File: config.mk
export PLATFORM = sky130hd
export DESIGN_NAME = mmu
export DESIGN_NICKNAME = d
export VERILOG_FILES = /design/src/common/sv32_pkg.sv /design/src/mmu/mmu_tlb.sv /design/src/mmu/mmu_ptw.sv /design/src/mmu/mmu.sv
export SDC_FILE = /design/constraint.sdc
export NUM_CORES = 2
export LEC_CHECK = 0
export BUFFER_PORTS_ARGS = -buffer_cell sky130_fd_sc_hd__buf_2
export CORE_MARGIN = 4
export CORE_UTILIZATION = 66
export CTS_CLUSTER_DIAMETER = 40
export DETAILED_ROUTE_END_ITERATION = 8
export PLACE_DENSITY = 0.85
export SLEW_MARGIN = 10
export SYNTH_ARGS = -nofsm -noshare
export SYNTH_HDL_FRONTEND = slang
export SYNTH_SLANG_ARGS = --single-unit
File: constraint.sdc
create_clock -name clk -period 13.5 [get_ports clk]
set_input_delay 3.375 -clock clk [delete_from_list [all_inputs] [get_ports clk]]
set_output_delay 3.375 -clock clk [all_outputs]
set_load 0.02 [all_outputs]
File: src/common/sv32_pkg.sv
package sv32_pkg;

    localparam int vpn_width    = 20;
    localparam int ppn_width    = 20;
    localparam int offset_width = 12;

    // Machine privilege encodings as seen on req_priv
    localparam logic [1:0] priv_u = 2'd0;
    localparam logic [1:0] priv_s = 2'd1;
    localparam logic [1:0] priv_m = 2'd3;

    // Sv32 page table entry, 32 bits
    typedef struct packed {
        logic [11:0] ppn1;  // Only [9:0] reach a 32-bit physical address
        logic [9:0]  ppn0;
        logic [1:0]  rsw;
        logic        d;
        logic        a;
        logic        g;
        logic        u;
        logic        x;
        logic        w;
        logic        r;
        logic        v;
    } pte_t;

    typedef struct packed {
        logic                 valid;
        logic [vpn_width-1:0] vpn;
        logic [ppn_width-1:0] ppn;
        logic                 g;
        logic                 u;
        logic                 w;
        logic                 r;
        logic                 d;
        logic                 a;
        logic                 level;  // Set for a 4 MB megapage
    } tlb_entry_t;

endpackage

File: src/mmu/mmu_tlb.sv
`timescale 1ns/1ps

module mmu_tlb
    import sv32_pkg::*;
#(
    parameter int tlb_entries = 16
) (
    input  logic        clk,
    input  logic        rst_n,
    input  logic [31:0] vaddr,
    input  logic        req_write,
    input  logic [1:0]  req_priv,
    input  logic        refill,
    input  pte_t        refill_pte,
    input  logic        refill_level,
    input  logic        tlb_flush,
    input  logic        tlb_flush_vaddr,
    input  logic [31:0] tlb_flush_addr,
    output logic        hit,
    output logic [31:0] hit_paddr,
    output logic        perm_ok
);

    localparam int idx_w = (tlb_entries > 1) ? $clog2(tlb_entries) : 1;

    tlb_entry_t             tlb_mem [tlb_entries];
    logic [idx_w-1:0]       rr_idx;
    logic [tlb_entries-1:0] match;
    tlb_entry_t             hit_entry;
    logic                   priv_ok;
    logic                   rw_ok;

    // Megapages compare only vpn1
    function automatic logic vpn_match(tlb_entry_t e, logic [vpn_width-1:0] vpn);
        if (e.level) begin
            return e.vpn[vpn_width-1:10] == vpn[vpn_width-1:10];
        end
        return e.vpn == vpn;
    endfunction

    always_comb begin
        for (int i = 0; i < tlb_entries; i++) begin
            match[i] = tlb_mem[i].valid && vpn_match(tlb_mem[i], vaddr[31:offset_width]);
        end
    end

    // Walk down so the lowest matching index is the one left
    always_comb begin
        hit_entry = '0;
        for (int i = tlb_entries - 1; i >= 0; i--) begin
            if (match[i]) begin
                hit_entry = tlb_mem[i];
            end
        end
    end

    assign hit = |match;

    always_comb begin
        if (hit_entry.level) begin
            hit_paddr = {hit_entry.ppn[ppn_width-1:10], vaddr[21:12],
                         vaddr[offset_width-1:0]};
        end else begin
            hit_paddr = {hit_entry.ppn, vaddr[offset_width-1:0]};
        end
    end

    always_comb begin
        case (req_priv)
            priv_m:  priv_ok = 1'b1;
            priv_s:  priv_ok = !hit_entry.u;
            default: priv_ok = hit_entry.u;  // priv_u
        endcase
        // A write to a clean page counts as a fault since D is not updated here
        rw_ok = req_write ? (hit_entry.w && hit_entry.d) : hit_entry.r;
    end

    assign perm_ok = priv_ok && rw_ok && hit_entry.a;

    always_ff @(posedge clk or negedge rst_n) begin
        if (!rst_n) begin
            for (int i = 0; i < tlb_entries; i++) begin
                tlb_mem[i].valid <= 1'b0;
            end
            rr_idx <= '0;
        end else begin
            if (refill) begin
                tlb_mem[rr_idx].valid <= 1'b1;
                tlb_mem[rr_idx].vpn   <= vaddr[31:offset_width];
                tlb_mem[rr_idx].ppn   <= {refill_pte.ppn1[9:0], refill_pte.ppn0};
                tlb_mem[rr_idx].g     <= refill_pte.g;
                tlb_mem[rr_idx].u     <= refill_pte.u;
                tlb_mem[rr_idx].w     <= refill_pte.w;
                tlb_mem[rr_idx].r     <= refill_pte.r;
                tlb_mem[rr_idx].d     <= refill_pte.d;
                tlb_mem[rr_idx].a     <= refill_pte.a;
                tlb_mem[rr_idx].level <= refill_level;
                if (rr_idx == idx_w'(tlb_entries - 1)) begin
                    rr_idx <= '0;
                end else begin
                    rr_idx <= rr_idx + 1'b1;
                end
            end
            if (tlb_flush) begin
                for (int i = 0; i < tlb_entries; i++) begin
                    if (!tlb_flush_vaddr ||
                        vpn_match(tlb_mem[i], tlb_flush_addr[31:offset_width])) begin
                        tlb_mem[i].valid <= 1'b0;
                    end
                end
            end
        end
    end

endmodule

File: src/mmu/mmu_ptw.sv
`timescale 1ns/1ps

module mmu_ptw
    import sv32_pkg::*;
(
    input  logic        clk,
    input  logic        rst_n,
    input  logic        start,
    input  logic [31:0] vaddr,
    input  logic [31:0] satp,
    input  logic [31:0] ptw_data,
    input  logic        ptw_ready,
    output logic        ptw_req,
    output logic [31:0] ptw_addr,
    output logic        refill,
    output pte_t        refill_pte,
    output logic        refill_level,
    output logic        walk_fault
);

    typedef enum logic [2:0] {
        st_idle,
        st_l1,      // Issue root PTE read
        st_l0,      // Issue leaf table read
        st_wait,
        st_refill,
        st_fault
    } ptw_state_t;

    ptw_state_t state;
    ptw_state_t state_nxt;
    pte_t       pte_q;
    logic       pte_loaded;  // pte_q holds the answer to the last read
    logic       level_q;
    logic       is_ptr;

    assign is_ptr = pte_q.v && !pte_q.r && !pte_q.w && !pte_q.x;

    always_comb begin
        state_nxt = state;
        case (state)
            st_idle:   if (start) state_nxt = st_l1;
            st_l1:     state_nxt = st_wait;
            st_l0:     state_nxt = st_wait;
            st_wait: begin
                if (pte_loaded) begin
                    if (!pte_q.v) begin
                        state_nxt = st_fault;
                    end else if (is_ptr) begin
                        // Pointer is only legal at the root level
                        state_nxt = level_q ? st_l0 : st_fault;
                    end else if (level_q && pte_q.ppn0 != '0) begin
                        state_nxt = st_fault;  // Misaligned megapage
                    end else begin
                        state_nxt = st_refill;
                    end
                end
            end
            st_refill: state_nxt = st_idle;
            st_fault:  state_nxt = st_idle;
            default:   state_nxt = st_idle;
        endcase
    end

    always_ff @(posedge clk or negedge rst_n) begin
        if (!rst_n) begin
            state      <= st_idle;
            level_q    <= 1'b0;
            pte_loaded <= 1'b0;
        end else begin
            state      <= state_nxt;
            pte_loaded <= (state == st_wait) && ptw_ready;
            if (state == st_idle && start) begin
                level_q <= 1'b1;
            end else if (state == st_l0) begin
                level_q <= 1'b0;
            end
        end
    end

    always_ff @(posedge clk) begin
        if (ptw_ready) begin
            pte_q <= ptw_data;
        end
    end

    // PTE addresses, 4 bytes per entry
    always_comb begin
        if (state == st_l0) begin
            ptw_addr = {pte_q.ppn1[9:0], pte_q.ppn0, 12'b0} + {20'b0, vaddr[21:12], 2'b00};
        end else begin
            ptw_addr = {satp[31:12], 12'b0} + {20'b0, vaddr[31:22], 2'b00};
        end
    end

    assign ptw_req      = (state == st_l1) || (state == st_l0);
    assign refill       = (state == st_refill);
    assign refill_pte   = pte_q;
    assign refill_level = level_q;
    assign walk_fault   = (state == st_fault);

endmodule

File: src/mmu/mmu.sv
`timescale 1ns/1ps

module mmu
    import sv32_pkg::*;
#(
    parameter int tlb_entries = 16
) (
    input  logic        clk,
    input  logic        rst_n,
    input  logic [31:0] vaddr,
    input  logic        req_valid,
    input  logic        req_write,
    input  logic [1:0]  req_priv,
    output logic [31:0] paddr,
    output logic        trans_valid,
    output logic        page_fault,
    output logic        access_fault,
    input  logic [31:0] satp,
    input  logic        vm_enable,
    output logic        ptw_req,
    output logic [31:0] ptw_addr,
    input  logic [31:0] ptw_data,
    input  logic        ptw_ready,
    input  logic        tlb_flush,
    input  logic        tlb_flush_vaddr,
    input  logic [31:0] tlb_flush_addr
);

    logic        hit;
    logic [31:0] hit_paddr;
    logic        perm_ok;
    logic        walk_start;
    logic        refill;
    pte_t        refill_pte;
    logic        refill_level;
    logic        walk_fault;

    // Walk only on a real translated miss
    assign walk_start = req_valid && vm_enable && !hit;

    mmu_tlb #(
        .tlb_entries (tlb_entries)
    ) u_tlb (
        .clk             (clk),
        .rst_n           (rst_n),
        .vaddr           (vaddr),
        .req_write       (req_write),
        .req_priv        (req_priv),
        .refill          (refill),
        .refill_pte      (refill_pte),
        .refill_level    (refill_level),
        .tlb_flush       (tlb_flush),
        .tlb_flush_vaddr (tlb_flush_vaddr),
        .tlb_flush_addr  (tlb_flush_addr),
        .hit             (hit),
        .hit_paddr       (hit_paddr),
        .perm_ok         (perm_ok)
    );

    mmu_ptw u_ptw (
        .clk          (clk),
        .rst_n        (rst_n),
        .start        (walk_start),
        .vaddr        (vaddr),
        .satp         (satp),
        .ptw_data     (ptw_data),
        .ptw_ready    (ptw_ready),
        .ptw_req      (ptw_req),
        .ptw_addr     (ptw_addr),
        .refill       (refill),
        .refill_pte   (refill_pte),
        .refill_level (refill_level),
        .walk_fault   (walk_fault)
    );

    always_comb begin
        if (!vm_enable) begin
            paddr        = vaddr;  // Bare mode
            trans_valid  = req_valid;
            page_fault   = 1'b0;
            access_fault = 1'b0;
        end else begin
            // Walked pages come back through the TLB and get checked the same way
            paddr        = hit_paddr;
            trans_valid  = req_valid && hit && perm_ok;
            access_fault = req_valid && hit && !perm_ok;
            page_fault   = walk_fault;
        end
    end

endmodule

# Word-level counts from Yosys, hierarchy flattened
# Cells that the tools add are included.
[totals]
wordCells = 525
regBits = 805
output_inout_bits = 68
[classes]
addsub = 3
magnitude_cmp = 2
reduce_logical = 62
mux = 209
n_eq_ne = 74
bitwise_logic = 1
[op_table]
columns = ["cell", "count"]
rows = [
  ["bitwise mux 768 bit", 10],
  ["demux 48 bit (select 4 bit)", 10],
  ["2-to-1 mux 768 bit", 1],
  ["== test 20 bit", 32],
  ["2-to-1 mux 27 bit", 17],
  ["== test 10 bit", 32],
  ["2-to-1 mux 1 bit", 152],
  ["adder 32 x 12 -> 32 bit", 2],
  ["2-to-1 mux 32 bit", 2],
  ["2-to-1 mux 48 bit", 1],
  ["2-to-1 mux 47 bit", 1],
  ["logical AND 1 bit", 31],
  ["2-to-1 mux 22 bit", 1],
  ["2-to-1 mux 3 bit", 6],
  ["logical OR 1 bit", 17],
  ["OR reduction 16 bit", 1],
  ["nonzero test 10 bit", 1],
  ["case mux 3 bit (3 select lines)", 1],
  ["2-to-1 mux 4 bit", 2],
  ["logical NOT 1 bit", 7],
  ["2-to-1 mux 7 bit", 1],
  ["== test 3 x 2 -> 1 bit (second input constant)", 2],
  ["== test 3 bit (second input constant)", 2],
  ["2-to-1 mux 6 bit", 1],
  ["16 further kinds", 18],
]

# Depth between registers and ports, before layout
[depth]
word_depth = 27
depth_mapped = 13
mapped_depth_nobuf = 9

# By module
# Synthesis repeated with hierarchy kept, for this count alone.
[unflattened]
hier_cells = 2657
hier_area_um2 = 37134.4
[modules_own_cells]
columns = ["mod", "area_each_um2", "cells_per_inst", "seq_area_each_um2", "instances"]
rows = [
  ["mmu_tlb", 34763.3, 2513, 22601.7, 1],
  ["mmu_ptw", 1798.0, 102, 1086.0, 1],
  ["mmu", 573.0, 42, 0.0, 1],
]

# Worst setup path before layout
# OpenSTA, ideal clock, no wires.
[synth_timing]
path_kind = "in2out"
from = "input vaddr[19]"
to = "output access_fault"
path_buffers = 2
arrival_ps = 6164
path_slack_ps = 3961
path_stages = 11
cell_sequence = "buf_6 buf_6 xor2_2 nor4_4 a41oi_2 a2111o_1 a311oi_2 o2111ai_1 a311oi_2 mux2_4 a311oi_2"
[synth_via]
elab_chain_len = 26
word_cells_on_any_way = 75
[synth_lines]
columns = ["item", "line_no", "rtl"]
rows = [
  ["start: declaration", "mmu.sv:10", "input logic [31:0] vaddr,"],
  ["== test 20 bit", "mmu_tlb.sv:38", "return e.vpn == vpn;"],
  ["2-to-1 mux 1 bit", "mmu_tlb.sv:38", ""],
  ["logical AND 1 bit", "mmu_tlb.sv:43", "match[i] = tlb_mem[i].valid && vpn_match(tlb_mem[i], vaddr[31:offset_width]);"],
  ["2-to-1 mux 27 bit (16 in a row)", "mmu_tlb.sv:51", "if (match[i]) begin"],
  ["logical NOT 1 bit or logical AND 1 bit (tied branches)", "mmu_tlb.sv:71, mmu_tlb.sv:75", ""],
  ["case mux 1 bit (2 select lines) or 2-to-1 mux 1 bit (tied branches)", "mmu_tlb.sv:69, mmu_tlb.sv:75", ""],
  ["logical AND 1 bit (2 in a row)", "mmu_tlb.sv:78", "assign perm_ok = priv_ok && rw_ok && hit_entry.a;"],
  ["logical NOT 1 bit", "mmu.sv:86", "access_fault = req_valid && hit && !perm_ok;"],
  ["logical AND 1 bit (*)", "mmu.sv:86", ""],
  ["2-to-1 mux 1 bit (*)", "mmu.sv:77", "if (!vm_enable) begin"],
  ["end: declaration", "mmu.sv:17", "output logic access_fault,"],
]
# Every way passes the cells marked *; elsewhere a longest branch is shown, timed or not.

# Worst setup path after layout
[layout_timing]
from = "input vaddr[22]"
to = "output access_fault"
[layout_via]
elab_chain_len = 27
word_cells_on_any_way = 107
[layout_lines]
columns = ["item", "line_no", "rtl"]
rows = [
  ["== test 10 bit", "mmu_tlb.sv:36", "return e.vpn[vpn_width-1:10] == vpn[vpn_width-1:10];"],
  ["2-to-1 mux 1 bit", "mmu_tlb.sv:35", "if (e.level) begin"],
  ["2-to-1 mux 1 bit", "mmu_tlb.sv:38", ""],
  ["logical AND 1 bit", "mmu_tlb.sv:43", ""],
  ["2-to-1 mux 27 bit (16 in a row)", "mmu_tlb.sv:51", ""],
  ["logical NOT 1 bit or logical AND 1 bit (tied branches)", "mmu_tlb.sv:71, mmu_tlb.sv:75", ""],
  ["case mux 1 bit (2 select lines) or 2-to-1 mux 1 bit (tied branches)", "mmu_tlb.sv:69, mmu_tlb.sv:75", ""],
  ["logical AND 1 bit (2 in a row)", "mmu_tlb.sv:78", ""],
  ["logical NOT 1 bit", "mmu.sv:86", ""],
  ["logical AND 1 bit (*)", "mmu.sv:86", ""],
  ["2-to-1 mux 1 bit (*)", "mmu.sv:77", ""],
]
# Every way passes the cells marked *; elsewhere a longest branch is shown, timed or not. The select of a mux whose other input is x is not followed.

==> qor.yml <==
placement:
  gp_congestion: 0.938
  hpwl_um: 74600
  io_buffers: 150
sta:
  hold_viol: 0
  tightest_slew_ns: 1.23
  slew_headroom_pct: 17.5
  layout_min_cycle_time_ns: 11.52
  rsz0062_at_grt: "no"
  finalCritPeriodShare_pct: 85.3
  drv_slew: 0
  skew_ns: 0.0245
  fin_tns_setup_ns: 0
  setup_viol_count_final: 0
  fmax_mhz: 86.8
worst_setup_path:
  cp.buffers_inverters: 2
  critPathArrivalTime_ns: 8.14
  path_class: "in -> out"
  cp.required_ns: 10.12
  startpoint_type: "input pin"
  slowest_stage: "and2_1"
  crit_family: "simple AND/OR/NAND/NOR gates"
  cp_slowest_stage_delay_ns: 1.05
  endpoint_kind: "output port"
  cp_max_fo: 25
  critPathMostFrequentCell: "buf_2"
  crit_chain: "buf_2, xnor2_1, nand4_1, nor3_1, and2_1, o311ai_0, o311ai_1, a22oi_1, or4_4, a311oi_2, buf_2"
pwr:
  p_leak_nw: 14.1
  p_sw_w: 0.00141
  seq_power_share_pct: 46.6
  power_frac_clock_pct: 46.3
  peakVddDrop_v: 0.000165
  power_density_nw_per_um2: 138
  total_power_w: 0.00592
  netSwitchingFraction_pct: 23.8
  internal_power_w: 0.00451
  p_comb_share_pct: 7.1
routing:
  via_per_inst: 7.14
  drt-total-wl_um: 119000
  ant_nets: 0
  drtPass1Iterations: 7
  wl_per_cell_um: 31.1
  num_vias: 27447
  post-route-drc-count: 0
  drtIter0Drc: 4258
clock_network:
  numCtsBuffers: 104
  htree_levels: 3
  holdBufCountCts: 0
  cts_tree: "done"
  clk_pin_slew_ns: 0.06
  cts-resized-gates: 0
  cts_root_buf: "clkbuf_16"
  cts_buffer_depth: 3
  post_cts_buffers: 0
  clk_latency_ns: 0.67
  numClockSinks: 788
logic_synthesis:
  netlist_instances: 2845
  synth_area_leaders: "edfxtp_1 60%, xor2_1 7.6%, xnor2_1 7.0%"
  synth_seq_area_share_pct: 61.6
  synthArstFlopShare_pct: 3.17
  synth_compound_area_share_pct: 8.80
  synth-adder-area-share_pct: 0.131
  synth_top_area_share_pct: 60.0
  ys_ff_latch: 788
  avgSynthCellArea_um2: 13.4
  muxShareOfSynthArea_pct: 1.37
  synth.largest_area_cell: "edfxtp_1"
  synth_top_family_by_area: "XOR/XNOR gates"
  synth_cell_types: 106
  synthSimpleGateAreaFrac_pct: 10.2
  synth_area_um2: 38200
  yosysWarnings: 0
  synth-xor-area-share_pct: 14.9
  yosys_most_used_dff: "edfxtp_1"
  synth-edff-count: 763
die:
  num_rows: 87
  dieArea_um2: 61800
  die_width_um: 249
  die_h_um: 249
  initial_core_util_pct: 67.3
  core-area_um2: 56800
  io_pins: 206
grt:
  grt_usage_pct: 37.3
  antenna_found_initial: 7
  grt_pass1_vias: 27147
  grt_overflow: 0
  grt_pass1_wl_um: 174000
  met3_usage_pct: 8.85
  use_met2_pct: 59.3
  grt_use_met1_pct: 47.9
  grt_max_degree: 47
  gr-max-usage-layer: "met2"
finish:
  fill_cells: 3377
  drive_above_1_share_pct: 16.7
  nNetsFinal: 3142
  syn_to_final_growth_pct: 12.6
outcome:
  status: "finished, final reports clean"
run:
  max_cap_violations: 0
hold_path:
  hold_class: "reg -> reg"
per-layer routing:
metal	routed length [um]	part of all wire (%)
met2	55400	46
met3	15900	13
met5	27	0.023
met4	7840	6.6
met1	40300	34
kinds of logic (layout without fill, tap and decap cells):
family,Yosys count,after routing
buf+inv,207,446
simple gates,722,722
fa+ha+maj,4,4
compound gates,438,438
flops,788,788
xor+xnor,642,642
mux,43,43
other cells,1,4
metrics by stage:
| stage | area [um^2] | setup WS, ns | utilization (%) | hold WS, ns | cells |
|---|---|---|---|---|---|
| after global placement | 39600 | 2.35 | 69.6 | 0.508 | 3650 |
| final | 43000 | 1.98 | 75.7 | 0.545 | 3843 |
| after global routing | 43000 | 1.75 | 75.7 | 0.567 | 3841 |
| after CTS | 43000 | 2.19 | 75.7 | 0.536 | 3841 |
| after detailed placement | 39600 | 2.30 | 69.6 | 0.524 | 3650 |
| after floorplan | 38200 | 3.96 | - | 0.485 | 2846 |
power groups by stage:
| stage | sequential (W) | combinational [W] | clock (W) |
|---|---|---|---|
| 6_report | 0.00276 | 0.000418 | 0.00274 |
| 2_1_floorplan | 0.00279 | 0.000261 | 0 |
| 5_1_grt | 0.00276 | 0.000433 | 0.00286 |
| 3_3_place_gp | 0.00280 | 0.000391 | 0 |
| 4_1_cts | 0.00276 | 0.000408 | 0.00274 |
| 3_5_place_dp | 0.00281 | 0.000402 | 0 |
worst min-delay path, delay by kind of cell (launching register included):
kind,cells,cell delay (ns)
flops,1,0.40
simple gates,2,0.10
synth_stat cells (all sizes together) (7+ instances only):
| cell | n |
|---|---|
| o2111ai | 19 |
| or4 | 7 |
| o311ai | 28 |
| o22ai | 12 |
| or2 | 9 |
| a2111oi | 15 |
| inv | 36 |
| a41oi | 23 |
| o211ai | 13 |
| mux2 | 42 |
| nor2 | 115 |
| buf | 93 |
| o21ai | 49 |
| nand3 | 70 |
| and3 | 33 |
| a211oi | 10 |
| nor4 | 89 |
| a31o | 12 |
| xor2 | 332 |
| nand4 | 89 |
| xnor2 | 310 |
| a221oi | 30 |
| dfrtp | 25 |
| and2 | 17 |
| a311oi | 19 |
| clkbuf | 77 |
| nor2b | 10 |
| or3 | 51 |
| a21oi | 92 |
| o31ai | 18 |
| nor3 | 88 |
| nand2 | 125 |
| o221ai | 12 |
| a31oi | 17 |
| edfxtp | 763 |
| a311o | 12 |
placed cells by master (no fill, tap or decap), types with 13 or more instances in the layout:
| cell | netlist | routed |
|---|---|---|
| edfxtp_1 | 763 | 763 |
| xor2_1 | 331 | 331 |
| xnor2_1 | 304 | 304 |
| buf_2 | 17 | 150 |
| nand2_1 | 124 | 124 |
| clkbuf_16 | 0 | 105 |
| nor2_1 | 110 | 94 |
| a21oi_1 | 92 | 92 |
| nand4_1 | 89 | 89 |
| nor3_1 | 85 | 84 |
| nor4_1 | 85 | 84 |
| nand3_1 | 70 | 70 |
| buf_4 | 19 | 68 |
| or3_1 | 49 | 49 |
| o21ai_0 | 47 | 47 |
| inv_1 | 36 | 36 |
| and3_1 | 33 | 33 |
| mux2_2 | 31 | 31 |
| a221oi_1 | 30 | 30 |
| dfrtp_1 | 25 | 25 |
| o311ai_0 | 23 | 23 |
| o2111ai_1 | 19 | 19 |
| a41oi_1 | 21 | 19 |
| nor2_4 | 1 | 17 |
| a31oi_1 | 16 | 16 |
| a311oi_1 | 15 | 15 |
| clkinv_1 | 1 | 14 |
| clkinv_2 | 0 | 14 |
| o31ai_1 | 15 | 13 |
| clkinvlp_4 | 0 | 13 |
worst paths after layout:
path,startpoint,endpoint,slack [ns],cells past startpoint
worst max-delay path,vaddr[22],access_fault,1.98,11
worst min-delay path,u_tlb.rr_idx[3],u_tlb.rr_idx[3],0.54,2
worst max register to register,flop,u_ptw.state[0],9.84,10
worst min register to register,u_tlb.rr_idx[3],u_tlb.rr_idx[3],0.54,2
max in group asynchronous,rst_n,u_tlb.rr_idx[1],10.23,1
min in group asynchronous,rst_n,u_tlb.tlb_mem[239],2.79,1
layout make-up:
class / instances / area (um^2) / area share (%)
antenna: 2 / 5.00 / 0.0116
sequential: 788 / 23500 / 54.7
multi-input combinational: 1851 / 13700 / 31.8
clock inverter: 75 / 787 / 1.83
timing repair buffer: 218 / 1260 / 2.93
inverter: 37 / 139 / 0.323
clock buffer: 116 / 2680 / 6.23
tap: 756 / 946 / 2.20
Note: power is estimated with default switching activity, not from simulation.
